File: src/common/ex_pkg.sv
package ex_pkg;

  //////////////////////////////////////////////////
  // Widths
  //////////////////////////////////////////////////

  // Datapath word
  localparam int unsigned data_w = 32;
  // Register index, integer and FP register files together
  localparam int unsigned reg_addr_w = 6;
  // Shift amount taken from operand B
  localparam int unsigned shamt_w = 5;

  //////////////////////////////////////////////////
  // Data types
  //////////////////////////////////////////////////

  typedef logic [data_w-1:0]     data_t;
  typedef logic [reg_addr_w-1:0] reg_addr_t;

  //////////////////////////////////////////////////
  // Operator encodings
  //////////////////////////////////////////////////

  // ALU operators, branch compares at the top of the range
  typedef enum logic [3:0] {
    ALU_ADD  = 4'd0,
    ALU_SUB  = 4'd1,
    ALU_AND  = 4'd2,
    ALU_OR   = 4'd3,
    ALU_XOR  = 4'd4,
    ALU_SLL  = 4'd5,
    ALU_SRL  = 4'd6,
    ALU_SRA  = 4'd7,
    ALU_SLT  = 4'd8,
    ALU_SLTU = 4'd9,
    ALU_EQ   = 4'd10,
    ALU_NE   = 4'd11,
    ALU_LT   = 4'd12,
    ALU_GE   = 4'd13,
    ALU_LTU  = 4'd14,
    ALU_GEU  = 4'd15
  } alu_op_e;

  // Multiplier operators, only MUL_MUL is single cycle
  typedef enum logic [1:0] {
    MUL_MUL    = 2'd0,
    MUL_MULH   = 2'd1,
    MUL_MULHSU = 2'd2,
    MUL_MULHU  = 2'd3
  } mul_op_e;

endpackage

File: src/alu/ex_alu.sv
`timescale 1ns/100ps

module ex_alu
  import ex_pkg::*;
(
  input  alu_op_e operator_i,
  input  data_t   operand_a_i,
  input  data_t   operand_b_i,
  output data_t   result_o,
  output logic    comparison_result_o
);

  // Adder control
  logic            sub_en;
  logic            cmp_signed;
  logic [data_w:0] adder_op_a;
  logic [data_w:0] adder_op_b;
  logic [data_w:0] adder_sum;

  // Comparator outputs
  logic is_equal;
  logic is_less;
  logic cmp_bit;

  // Shifter
  logic [shamt_w-1:0] shamt;
  data_t              shift_left;
  data_t              shift_right;
  data_t              shift_arith;

  //////////////////////////////////////////////////
  // Shared adder and subtractor
  //////////////////////////////////////////////////

  // Everything except ADD runs through the subtractor
  assign sub_en = (operator_i != ALU_ADD);

  // Signed compares extend with the sign bit, unsigned with zero
  assign cmp_signed = (operator_i == ALU_SLT) || (operator_i == ALU_LT) ||
                      (operator_i == ALU_GE);

  assign adder_op_a = {cmp_signed & operand_a_i[data_w-1], operand_a_i};
  assign adder_op_b = {cmp_signed & operand_b_i[data_w-1], operand_b_i};

  // Two's complement subtract via inverted B and carry in
  assign adder_sum = adder_op_a + (sub_en ? ~adder_op_b : adder_op_b) +
                     {{data_w{1'b0}}, sub_en};

  //////////////////////////////////////////////////
  // Comparator
  //////////////////////////////////////////////////

  assign is_equal = (operand_a_i == operand_b_i);
  // 33-bit difference cannot overflow, so its top bit is the sign
  assign is_less  = adder_sum[data_w];

  always_comb begin
    case (operator_i)
      ALU_EQ:                    cmp_bit = is_equal;
      ALU_NE:                    cmp_bit = ~is_equal;
      ALU_LT, ALU_LTU:           cmp_bit = is_less;
      ALU_GE, ALU_GEU:           cmp_bit = ~is_less;
      ALU_SLT, ALU_SLTU:         cmp_bit = is_less;
      // Low for every non-compare operator
      default:                   cmp_bit = 1'b0;
    endcase
  end

  assign comparison_result_o = cmp_bit;

  //////////////////////////////////////////////////
  // Shifter
  //////////////////////////////////////////////////

  assign shamt       = operand_b_i[shamt_w-1:0];
  assign shift_left  = operand_a_i << shamt;
  assign shift_right = operand_a_i >> shamt;
  assign shift_arith = data_t'($signed(operand_a_i) >>> shamt);

  //////////////////////////////////////////////////
  // Result mux
  //////////////////////////////////////////////////

  always_comb begin
    case (operator_i)
      ALU_ADD, ALU_SUB: result_o = adder_sum[data_w-1:0];
      ALU_AND:          result_o = operand_a_i & operand_b_i;
      ALU_OR:           result_o = operand_a_i | operand_b_i;
      ALU_XOR:          result_o = operand_a_i ^ operand_b_i;
      ALU_SLL:          result_o = shift_left;
      ALU_SRL:          result_o = shift_right;
      ALU_SRA:          result_o = shift_arith;
      // Compares return the flag zero-extended
      default:          result_o = {{(data_w-1){1'b0}}, comparison_result_o};
    endcase
  end

endmodule

File: src/mult/ex_mult.sv
`timescale 1ns/100ps

module ex_mult
  import ex_pkg::*;
(
  input  logic       clk,
  input  logic       rst_n,
  input  logic       enable_i,
  input  mul_op_e    operator_i,
  input  data_t      op_a_i,
  input  data_t      op_b_i,
  input  logic [1:0] signed_mode_i,
  input  logic       ex_ready_i,
  output data_t      result_o,
  output logic       multicycle_o,
  output logic       ready_o
);

  // Two-state sequencer for the high products
  typedef enum logic {
    MULT_IDLE,
    MULT_FINISH
  } mult_state_e;

  mult_state_e state_q;
  mult_state_e state_d;

  logic mult_start;

  // Sign-extended operand A and the two halves of B
  logic signed [data_w:0]     op_a_ext;
  logic signed [data_w/2:0]   op_b_lo;
  logic signed [data_w/2:0]   op_b_hi;

  // Partial products, 33 x 17 bits each
  logic signed [49:0] pp_lo_d;
  logic signed [49:0] pp_hi_d;
  logic signed [49:0] pp_lo_q;
  logic signed [49:0] pp_hi_q;

  // Full product rebuilt in the second cycle
  logic signed [65:0] pp_lo_ext;
  logic signed [65:0] pp_hi_ext;
  logic signed [65:0] prod_full;

  data_t mul_lo;

  //////////////////////////////////////////////////
  // Partial products
  //////////////////////////////////////////////////

  // Bit 0 of the mode marks A as signed, bit 1 marks B
  assign op_a_ext = {signed_mode_i[0] & op_a_i[data_w-1], op_a_i};
  assign op_b_lo  = {1'b0, op_b_i[data_w/2-1:0]};
  assign op_b_hi  = {signed_mode_i[1] & op_b_i[data_w-1], op_b_i[data_w-1:data_w/2]};

  assign pp_lo_d = op_a_ext * op_b_lo;
  assign pp_hi_d = op_a_ext * op_b_hi;

  // Held across FINISH so the result stays put under back-pressure
  always_ff @(posedge clk) begin
    if (mult_start) begin
      pp_lo_q <= pp_lo_d;
      pp_hi_q <= pp_hi_d;
    end
  end

  assign pp_lo_ext = pp_lo_q;
  assign pp_hi_ext = pp_hi_q;
  assign prod_full = (pp_hi_ext <<< (data_w/2)) + pp_lo_ext;

  // Single-cycle low product
  assign mul_lo = op_a_i * op_b_i;

  //////////////////////////////////////////////////
  // Sequencer
  //////////////////////////////////////////////////

  assign mult_start = enable_i && (operator_i != MUL_MUL) && (state_q == MULT_IDLE);

  always_comb begin
    state_d = state_q;
    case (state_q)
      MULT_IDLE:   if (mult_start) state_d = MULT_FINISH;
      // Leave only once the stage takes the result
      MULT_FINISH: if (ex_ready_i) state_d = MULT_IDLE;
      default:     state_d = MULT_IDLE;
    endcase
  end

  always_ff @(posedge clk or negedge rst_n) begin
    if (!rst_n) begin
      state_q <= MULT_IDLE;
    end else begin
      state_q <= state_d;
    end
  end

  // First cycle of a high product stalls the stage
  assign multicycle_o = mult_start;
  assign ready_o      = ~mult_start;
  assign result_o     = (state_q == MULT_FINISH) ? prod_full[63:32] : mul_lo;

endmodule

File: src/verilog/ex_wb_ports.sv
`timescale 1ns/100ps

module ex_wb_ports
  import ex_pkg::*;
(
  input  logic      clk,
  input  logic      rst_n,

  // Result sources
  input  logic      alu_en_i,
  input  logic      mult_en_i,
  input  logic      csr_access_i,
  input  data_t     alu_result_i,
  input  data_t     mult_result_i,
  input  data_t     csr_rdata_i,

  // Write-port requests from ID
  input  logic      regfile_alu_we_i,
  input  reg_addr_t regfile_alu_waddr_i,
  input  logic      regfile_we_i,
  input  reg_addr_t regfile_waddr_i,

  // LSU and pipeline control
  input  logic      lsu_err_i,
  input  data_t     lsu_rdata_i,
  input  logic      ex_valid_i,
  input  logic      wb_ready_i,

  // Forwarding port
  output logic      regfile_alu_we_fw_o,
  output reg_addr_t regfile_alu_waddr_fw_o,
  output data_t     regfile_alu_wdata_fw_o,

  // Load/store port
  output logic      regfile_we_wb_o,
  output reg_addr_t regfile_waddr_wb_o,
  output data_t     regfile_wdata_wb_o
);

  logic      lsu_we_masked;
  logic      regfile_we_lsu_q;
  reg_addr_t regfile_waddr_lsu_q;

  //////////////////////////////////////////////////
  // Forwarding port mux
  //////////////////////////////////////////////////

  assign regfile_alu_we_fw_o    = regfile_alu_we_i;
  assign regfile_alu_waddr_fw_o = regfile_alu_waddr_i;

  // Later assignments win, so CSR data has top priority
  always_comb begin
    regfile_alu_wdata_fw_o = '0;
    if (alu_en_i)     regfile_alu_wdata_fw_o = alu_result_i;
    if (mult_en_i)    regfile_alu_wdata_fw_o = mult_result_i;
    if (csr_access_i) regfile_alu_wdata_fw_o = csr_rdata_i;
  end

  //////////////////////////////////////////////////
  // EX/WB register, load/store port
  //////////////////////////////////////////////////

  // A bus error cancels the register write
  assign lsu_we_masked = regfile_we_i & ~lsu_err_i;

  always_ff @(posedge clk or negedge rst_n) begin
    if (!rst_n) begin
      regfile_we_lsu_q    <= 1'b0;
      regfile_waddr_lsu_q <= '0;
    end else if (ex_valid_i) begin
      regfile_we_lsu_q <= lsu_we_masked;
      if (lsu_we_masked) regfile_waddr_lsu_q <= regfile_waddr_i;
    end else if (wb_ready_i) begin
      // Nothing new arrives, flush the old entry
      regfile_we_lsu_q <= 1'b0;
    end
  end

  assign regfile_we_wb_o    = regfile_we_lsu_q;
  assign regfile_waddr_wb_o = regfile_waddr_lsu_q;
  // Load data lands one stage later, straight from the LSU
  assign regfile_wdata_wb_o = lsu_rdata_i;

endmodule

File: src/verilog/ex_stage.sv
`timescale 1ns/100ps

module ex_stage
  import ex_pkg::*;
(
  input  logic       clk,
  input  logic       rst_n,

  // ALU operands from ID
  input  logic       alu_en_i,
  input  alu_op_e    alu_operator_i,
  input  data_t      alu_operand_a_i,
  input  data_t      alu_operand_b_i,
  input  data_t      alu_operand_c_i,

  // Multiplier operands from ID
  input  logic       mult_en_i,
  input  mul_op_e    mult_operator_i,
  input  data_t      mult_operand_a_i,
  input  data_t      mult_operand_b_i,
  input  logic [1:0] mult_signed_mode_i,
  output logic       mult_multicycle_o,

  // Control from ID
  input  logic       csr_access_i,
  input  data_t      csr_rdata_i,
  input  logic       lsu_en_i,
  input  logic       branch_in_ex_i,
  input  logic       regfile_alu_we_i,
  input  reg_addr_t  regfile_alu_waddr_i,
  input  logic       regfile_we_i,
  input  reg_addr_t  regfile_waddr_i,

  // LSU and WB
  input  data_t      lsu_rdata_i,
  input  logic       lsu_ready_ex_i,
  input  logic       lsu_err_i,
  input  logic       wb_ready_i,

  // Write ports
  output logic       regfile_alu_we_fw_o,
  output reg_addr_t  regfile_alu_waddr_fw_o,
  output data_t      regfile_alu_wdata_fw_o,
  output logic       regfile_we_wb_o,
  output reg_addr_t  regfile_waddr_wb_o,
  output data_t      regfile_wdata_wb_o,

  // Branch outputs to IF
  output data_t      jump_target_o,
  output logic       branch_decision_o,

  // Stall control
  output logic       ex_ready_o,
  output logic       ex_valid_o
);

  data_t alu_result;
  logic  alu_cmp_result;
  data_t mult_result;
  logic  mult_ready;

  //////////////////////////////////////////////////
  // Ready and valid
  //////////////////////////////////////////////////

  // Branches finish here, so they never wait on WB
  assign ex_ready_o = (mult_ready & lsu_ready_ex_i & wb_ready_i) | branch_in_ex_i;
  // Valid does not look at ex_ready_o
  assign ex_valid_o = (alu_en_i | mult_en_i | csr_access_i | lsu_en_i) &
                      (mult_ready & lsu_ready_ex_i & wb_ready_i);

  // Branch decision straight from the comparator
  assign branch_decision_o = alu_cmp_result;
  assign jump_target_o     = alu_operand_c_i;

  //////////////////////////////////////////////////
  // Datapath units
  //////////////////////////////////////////////////

  ex_alu u_alu (
    .operator_i          (alu_operator_i),
    .operand_a_i         (alu_operand_a_i),
    .operand_b_i         (alu_operand_b_i),
    .result_o            (alu_result),
    .comparison_result_o (alu_cmp_result)
  );

  ex_mult u_mult (
    .clk           (clk),
    .rst_n         (rst_n),
    .enable_i      (mult_en_i),
    .operator_i    (mult_operator_i),
    .op_a_i        (mult_operand_a_i),
    .op_b_i        (mult_operand_b_i),
    .signed_mode_i (mult_signed_mode_i),
    .ex_ready_i    (ex_ready_o),
    .result_o      (mult_result),
    .multicycle_o  (mult_multicycle_o),
    .ready_o       (mult_ready)
  );

  // Forwarding mux and EX/WB register
  ex_wb_ports u_wb_ports (
    .clk                    (clk),
    .rst_n                  (rst_n),
    .alu_en_i               (alu_en_i),
    .mult_en_i              (mult_en_i),
    .csr_access_i           (csr_access_i),
    .alu_result_i           (alu_result),
    .mult_result_i          (mult_result),
    .csr_rdata_i            (csr_rdata_i),
    .regfile_alu_we_i       (regfile_alu_we_i),
    .regfile_alu_waddr_i    (regfile_alu_waddr_i),
    .regfile_we_i           (regfile_we_i),
    .regfile_waddr_i        (regfile_waddr_i),
    .lsu_err_i              (lsu_err_i),
    .lsu_rdata_i            (lsu_rdata_i),
    .ex_valid_i             (ex_valid_o),
    .wb_ready_i             (wb_ready_i),
    .regfile_alu_we_fw_o    (regfile_alu_we_fw_o),
    .regfile_alu_waddr_fw_o (regfile_alu_waddr_fw_o),
    .regfile_alu_wdata_fw_o (regfile_alu_wdata_fw_o),
    .regfile_we_wb_o        (regfile_we_wb_o),
    .regfile_waddr_wb_o     (regfile_waddr_wb_o),
    .regfile_wdata_wb_o     (regfile_wdata_wb_o)
  );

endmodule

File: config.mk
export PLATFORM = sky130hd
export DESIGN_NAME = ex_stage
export DESIGN_NICKNAME = d
export VERILOG_FILES = /design/src/common/ex_pkg.sv /design/src/alu/ex_alu.sv /design/src/mult/ex_mult.sv /design/src/verilog/ex_wb_ports.sv /design/src/verilog/ex_stage.sv
export SDC_FILE = /design/constraint.sdc
export NUM_CORES = 2
export LEC_CHECK = 0
export BUFFER_PORTS_ARGS = -buffer_cell sky130_fd_sc_hd__buf_2
export CAP_MARGIN = 20
export CORE_ASPECT_RATIO = 1.4
export CORE_MARGIN = 1
export CORE_UTILIZATION = 41
export DETAILED_ROUTE_END_ITERATION = 6
export GPL_TIMING_DRIVEN = 0
export PLACE_DENSITY = 0.63
export SETUP_SLACK_MARGIN = 0.3
export SYNTH_ARGS = -nofsm -noshare
export SYNTH_HDL_FRONTEND = slang
export SYNTH_SLANG_ARGS = --single-unit
File: constraint.sdc
create_clock -name clk -period 7.91 [get_ports clk]
set_input_delay 0.791 -clock clk [delete_from_list [all_inputs] [get_ports clk]]
set_output_delay 0.791 -clock clk [all_outputs]
set_load 0.01 [all_outputs]
* After elaboration in Yosys (flattened, before gate mapping)
Cells that the tools add are included.
** Cells by class
- Add/subtract/negate cells :: 3
- Bitwise operators :: 21
- Muxes and demuxes :: 12
- Shift operators :: 3
- Eq/ne operators :: 16
- Reduce and logical (&&, ||, !) cells :: 12
- $mul :: 3
** Operator list (count)
- case mux 32 bit (7 select lines) :: 1
- two-way mux 32 bit :: 4
- adder 64 x 50 -> 64 bit :: 1
- multiplier 33 x 17 -> 50 bit :: 1
- multiplier 33 x 17 -> 48 bit :: 1
- adder 33 x 1 -> 33 bit :: 1
- adder 33 bit :: 1
- two-way mux 33 bit :: 1
- inverter 33 bit :: 1
- bitwise AND 32 bit :: 1
- == test 32 bit :: 1
- == test 4 bit (second input constant) :: 8
- multiplier 32 x 32 -> 32 bit :: 1
- bitwise OR 32 bit :: 1
- left shift 32 x 5 -> 32 bit :: 1
- >> shifter 32 x 5 -> 32 bit :: 1
- >>> shifter 32 x 5 -> 32 bit :: 1
- XOR 32 bit :: 1
- == test 4 x 3 -> 1 bit (second input constant) :: 4
- bitwise AND 1 bit :: 8
- == test 4 x 2 -> 1 bit (second input constant) :: 2
- inverter 1 bit :: 5
- == test 4 x 1 -> 1 bit (second input constant) :: 1
- logical NOT 4 bit :: 1
- 11 further kinds :: 21
** Storage, ports and cells
- Word-level logic and storage cells :: 75
- Flip-flop bits (word level) :: 106

* Logic depth before layout (Yosys ltp)
- Depth in word-level cells :: 14
- Depth in mapped cells :: 27

* Cells and area by module
A second synthesis with hierarchy kept.
** Second synthesis, totals
- Cells, all modules :: 6854
- Area, all modules :: 61403.9 um2
** Modules (own cells, without submodules)
- ex_mult :: cells an instance 5612, area an instance 52185.0 um2, sequential area each 2487.4 um2, instances 1
- ex_alu :: cells an instance 1006, area an instance 7495.9 um2, sequential area each 0.0 um2, instances 1
- ex_wb_ports :: cells an instance 200, area an instance 1455.1 um2, sequential area each 175.2 um2, instances 1
- ex_stage :: cells an instance 36, area an instance 267.8 um2, sequential area each 0.0 um2, instances 1

* Worst setup path after synthesis
OpenSTA, ideal clock, no wires.
- Kind :: in2out
- Start point :: input mult_operand_b_i[2]
- End point :: output regfile_alu_wdata_fw_o[30]
- Arrival time :: 7.559 ns
- Required time :: 7.119 ns
- Cell stages on the path :: 26
- Setup slack :: -0.440 ns
- Cell sequence :: clkbuf_1 nand2_1 fa_1 fa_1 inv_1 fa_1 inv_1 fa_1 inv_1 fa_1 inv_1 fa_1 inv_1 fa_1 fa_1 ha_1 a21o_1 a21oi_1 o21bai_1 a2111oi_0 o32ai_1 o41ai_1 o21ai_0 xor2_1 a221oi_1 a2bb2oi_1
** Between the ends
- Cells in the longest elaborated chain, start to end :: 4
** Ends and longest elaborated chain
- start: declaration :: line ex_stage.sv:20 : input data_t mult_operand_b_i,
- multiplier 32 x 32 -> 32 bit :: line ex_mult.sv:73 : assign mul_lo = op_a_i * op_b_i;
- two-way mux 32 bit :: line ex_mult.sv:102 : assign result_o = (state_q == MULT_FINISH) ? prod_full[63:32] : mul_lo;
- two-way mux 32 bit :: line ex_wb_ports.sv:55 : if (mult_en_i) regfile_alu_wdata_fw_o = mult_result_i;
- two-way mux 32 bit :: line ex_wb_ports.sv:56 : if (csr_access_i) regfile_alu_wdata_fw_o = csr_rdata_i;
- end: declaration :: line ex_stage.sv:43 : output data_t regfile_alu_wdata_fw_o,
No other way between the ends.

* Worst setup path in the final report
- Start point :: input mult_operand_b_i[3]
- End point :: output regfile_alu_wdata_fw_o[31]
The elaborated chain is that of the path after synthesis.

==> flow_metrics.py <==
metrics = {
    "floorplanning": {
        "die_w_um": 326,
        "start_util": 0.413,
        "rows": 166,
        "io_pins": 370,
        "design.die.area_sq_um": 149000,
        "dieHeight_um": 456,
        "design.core.area_sq_um": 146000,
    },
    "timing": {
        "max_freq_mhz": 112,
        "tns_ps": -10990,
        "fin_crit_ps": 8940,
        "tightest_slew_ps": 1280,
        "rsz0062_at_grt": "true",
        "finalCritPeriodShare": 1.13,
        "setup_slack_ps": -1030,
        "hold_viol": 0,
        "slew_viol_final": 0,
        "fin_skew_ps": 15.0,
        "slew_headroom": 0.143,
        "setup_viol": 19,
    },
    "drt": {
        "drt_iter0_markers": 4774,
        "drcViolationCount": 0,
        "wl_per_cell_um": 30.7,
        "drtPass1Iterations": 6,
        "avgViaCountPerCell": 5.77,
        "ant_nets": 0,
        "routed_wl_um": 278000,
        "vias": 52200,
    },
    "setup_path": {
        "reg2reg_slack_ps": 5430,
        "cp-end-kind": "primary output",
        "crit_arrival_ps": 8150,
        "setup.worst_path.start": "mult_operand_b_i[3]",
        "required_ps": 7120,
        "r2r_cells": 6,
        "r2r-start": "u_mult.state_q",
        "cp-start-kind": "input port",
        "rr_endpoint": "u_wb_ports.regfile_waddr_wb_o[5]",
        "path_max_fanout": 10,
        "cp-endpoint": "regfile_alu_wdata_fw_o[31]",
        "path_class": "in2out",
    },
    "min_path": {
        "hold_path.class": "in2async",
    },
    "flow_run": {
        "maxCapViolations": 0,
    },
    "yosys": {
        "synth_top_area_share": 0.446,
        "yosysUniqueCellTypes": 78,
        "post-synth-top-count-cell": "inv_1",
        "ys_top_cells_by_area": "fa_1 (45%), ha_1 (10%), inv_1 (9.4%)",
        "synthesis.nets": 8705,
        "synthTopCellsByCount": "inv_1 (1509), fa_1 (1342), nand2_1 (689), and2_1 (496), ha_1 (491)",
        "yosysWarnings": 0,
        "synth-edff-count": 82,
        "ys_ff_latch": 90,
        "synthArstFlopShare": 0.0889,
        "netlist_area_sq_um": 60300,
        "yosys.area.top_type": "fa_1",
        "synth_flop_cell": "edfxtp_1",
        "syn_inst": 6616,
        "synth_seq_area_share": 0.0442,
        "avgSynthCellArea_sq_um": 9.11,
    },
    "placed_design": {
        "dp_hpwl_um": 231000,
        "dp_cells": 8860,
        "io_buffers": 294,
        "finalWeightedCongestion": 1.13,
    },
    "clock_tree": {
        "clock-sinks": 90,
        "clk_pin_slew_ps": 70,
        "numCtsBuffers": 9,
        "clock_latency_ps": 410,
        "htree_levels": 3,
        "clock_path_buffers": 2,
        "cts_hold_buf": 0,
        "cts_tree": "done",
        "clockRootBuffer": "clkbuf_16",
    },
    "cells_and_area": {
        "utilization": 0.481,
        "drive_gt1_frac": 0.160,
        "multi_input_area_sq_um": 52300,
        "seq_area_sq_um": 2660,
        "fin_cells": 9047,
        "areaGrowthSynthToFinish_pct": 16.6,
        "fin_nets": 9173,
        "fillers": 13900,
    },
    "grt": {
        "grtUsageTotal": 0.376,
        "grt_max_degree": 71,
        "grt_pass1_wl_um": 392000,
        "antenna_found_initial": 39,
        "overflow": 0,
        "first_global_vias": 55400,
    },
    "run_status": {
        "outcome": "finished, violations left",
        "violations": "setup timing",
    },
}
worst min path at each step:
stage | from | end | slack (ps) | depth (start not counted)
2_1_floorplan | rst_n | u_mult.state_q | 500 | 0
3_3_place_gp | u_wb_ports.regfile_we_wb_o | u_wb_ports.regfile_we_wb_o | 460 | 1
3_5_place_dp | u_wb_ports.regfile_we_wb_o | u_wb_ports.regfile_we_wb_o | 480 | 1
4_1_cts | rst_n | u_wb_ports.regfile_waddr_wb_o[3] | 210 | 1
5_1_grt | rst_n | u_wb_ports.regfile_waddr_wb_o[4] | 220 | 1
6_report | rst_n | u_wb_ports.regfile_waddr_wb_o[3] | 220 | 1
final cells by class:
class                           count  share of cell area
Timing Repair Buffer              457              0.0465
Buffer                            364              0.0513
Sequential cell                    90              0.0379
Clock inverter                      7            0.000979
Multi-Input combinational cell   4651               0.744
Inverter                         1511              0.0808
Antenna cell                       26            0.000926
Tap cell                         1932              0.0344
Clock buffer                        9             0.00320
stage by stage:
stage	setup WS, ps	area, sq um	hold WS, ps
after floorplan	-40.9	60600	495
final	-1030	70300	217
after CTS	-930	69300	212
after global placement	-3020	64500	464
after global routing	-1160	70200	221
after detailed placement	-3070	64700	479
critical path, cell delays in order:
cell and delay (ps):
buf_12 120, clkbuf_8 190, nand2_1 160, fa_2 500, fa_1 510, inv_2 40, fa_1 510, inv_2 40
fa_1 520, inv_1 50, fa_1 480, fa_1 510, fa_1 580, fa_1 480, ha_4 350, nand4_1 190
buf_4 200, nor3_4 280, a211oi_2 130, or3_4 430, o21ai_4 250, xnor2_4 180, o32ai_4 160, o31a_1 320
buf_2 140
routing by layer:
metal | global-route usage | part of all wire | vias to the layer above
li1 | - | - | 21300
met1 | 0.392 | 0.32 | 26400
met2 | 0.608 | 0.46 | 3283
met3 | 0.0905 | 0.092 | 1302
met4 | 0.379 | 0.13 | 18
met5 | 0 | 0.00041 | -
cells in the final DEF (no fill, tap or decap), types with 25 or more instances in the layout:
| cell | n |
|---|---|
| o211ai_1 | 25 |
| clkbuf_2 | 43 |
| or2_2 | 28 |
| clkbuf_8 | 28 |
| buf_2 | 281 |
| nand2_1 | 668 |
| mux2i_1 | 52 |
| fa_2 | 49 |
| o21ai_0 | 158 |
| nor2_1 | 205 |
| ha_1 | 465 |
| a21oi_1 | 184 |
| fa_1 | 1293 |
| a21o_1 | 75 |
| edfxtp_1 | 82 |
| xnor2_1 | 157 |
| buf_4 | 219 |
| nand3_1 | 36 |
| and2_1 | 478 |
| nand2b_1 | 26 |
| buf_8 | 26 |
| a211oi_1 | 27 |
| clkbuf_1 | 82 |
| nor3_1 | 37 |
| diode_2 | 26 |
| o21a_1 | 30 |
| a221oi_1 | 27 |
| mux4_2 | 53 |
| clkbuf_4 | 31 |
| inv_1 | 1491 |
| clkbuf_16 | 74 |
| and3_1 | 38 |
| xor2_1 | 36 |
cells by family (layout without fill, tap and decap cells):
logic type,count (synthesis),after routing,share of synthesized area
DFF,90,90,0.0442
and+or+nand+nor,1675,1675,0.136
muxes,117,117,0.0307
adders and majority gates,1833,1833,0.548
xor gates and xnor gates,236,236,0.0347
other,0,26,0
buffers and inverters,1875,2348,0.122
AOI/OAI and AO/OA,790,790,0.0853
state kept, by name, indices dropped and copies added (netlist names):
signal and flops:
u_wb_ports.regfile_waddr_wb_o 6, u_mult.pp_lo_q 34, u_mult.state_q 1, u_wb_ports.regfile_we_wb_o 1, u_mult.pp_hi_q 48
timing repair:
item / in CTS / in global routing
resized for setup: 755 / 193
setup buffers: 100 / 39
setup endpoints to repair: 87 / 52
pin swaps: 132 / 87
gates cloned: 0 / 0
Power is left out: the tool's default activity adds up to more than one toggle a clock period on the data nets, which glitch-free logic cannot reach.
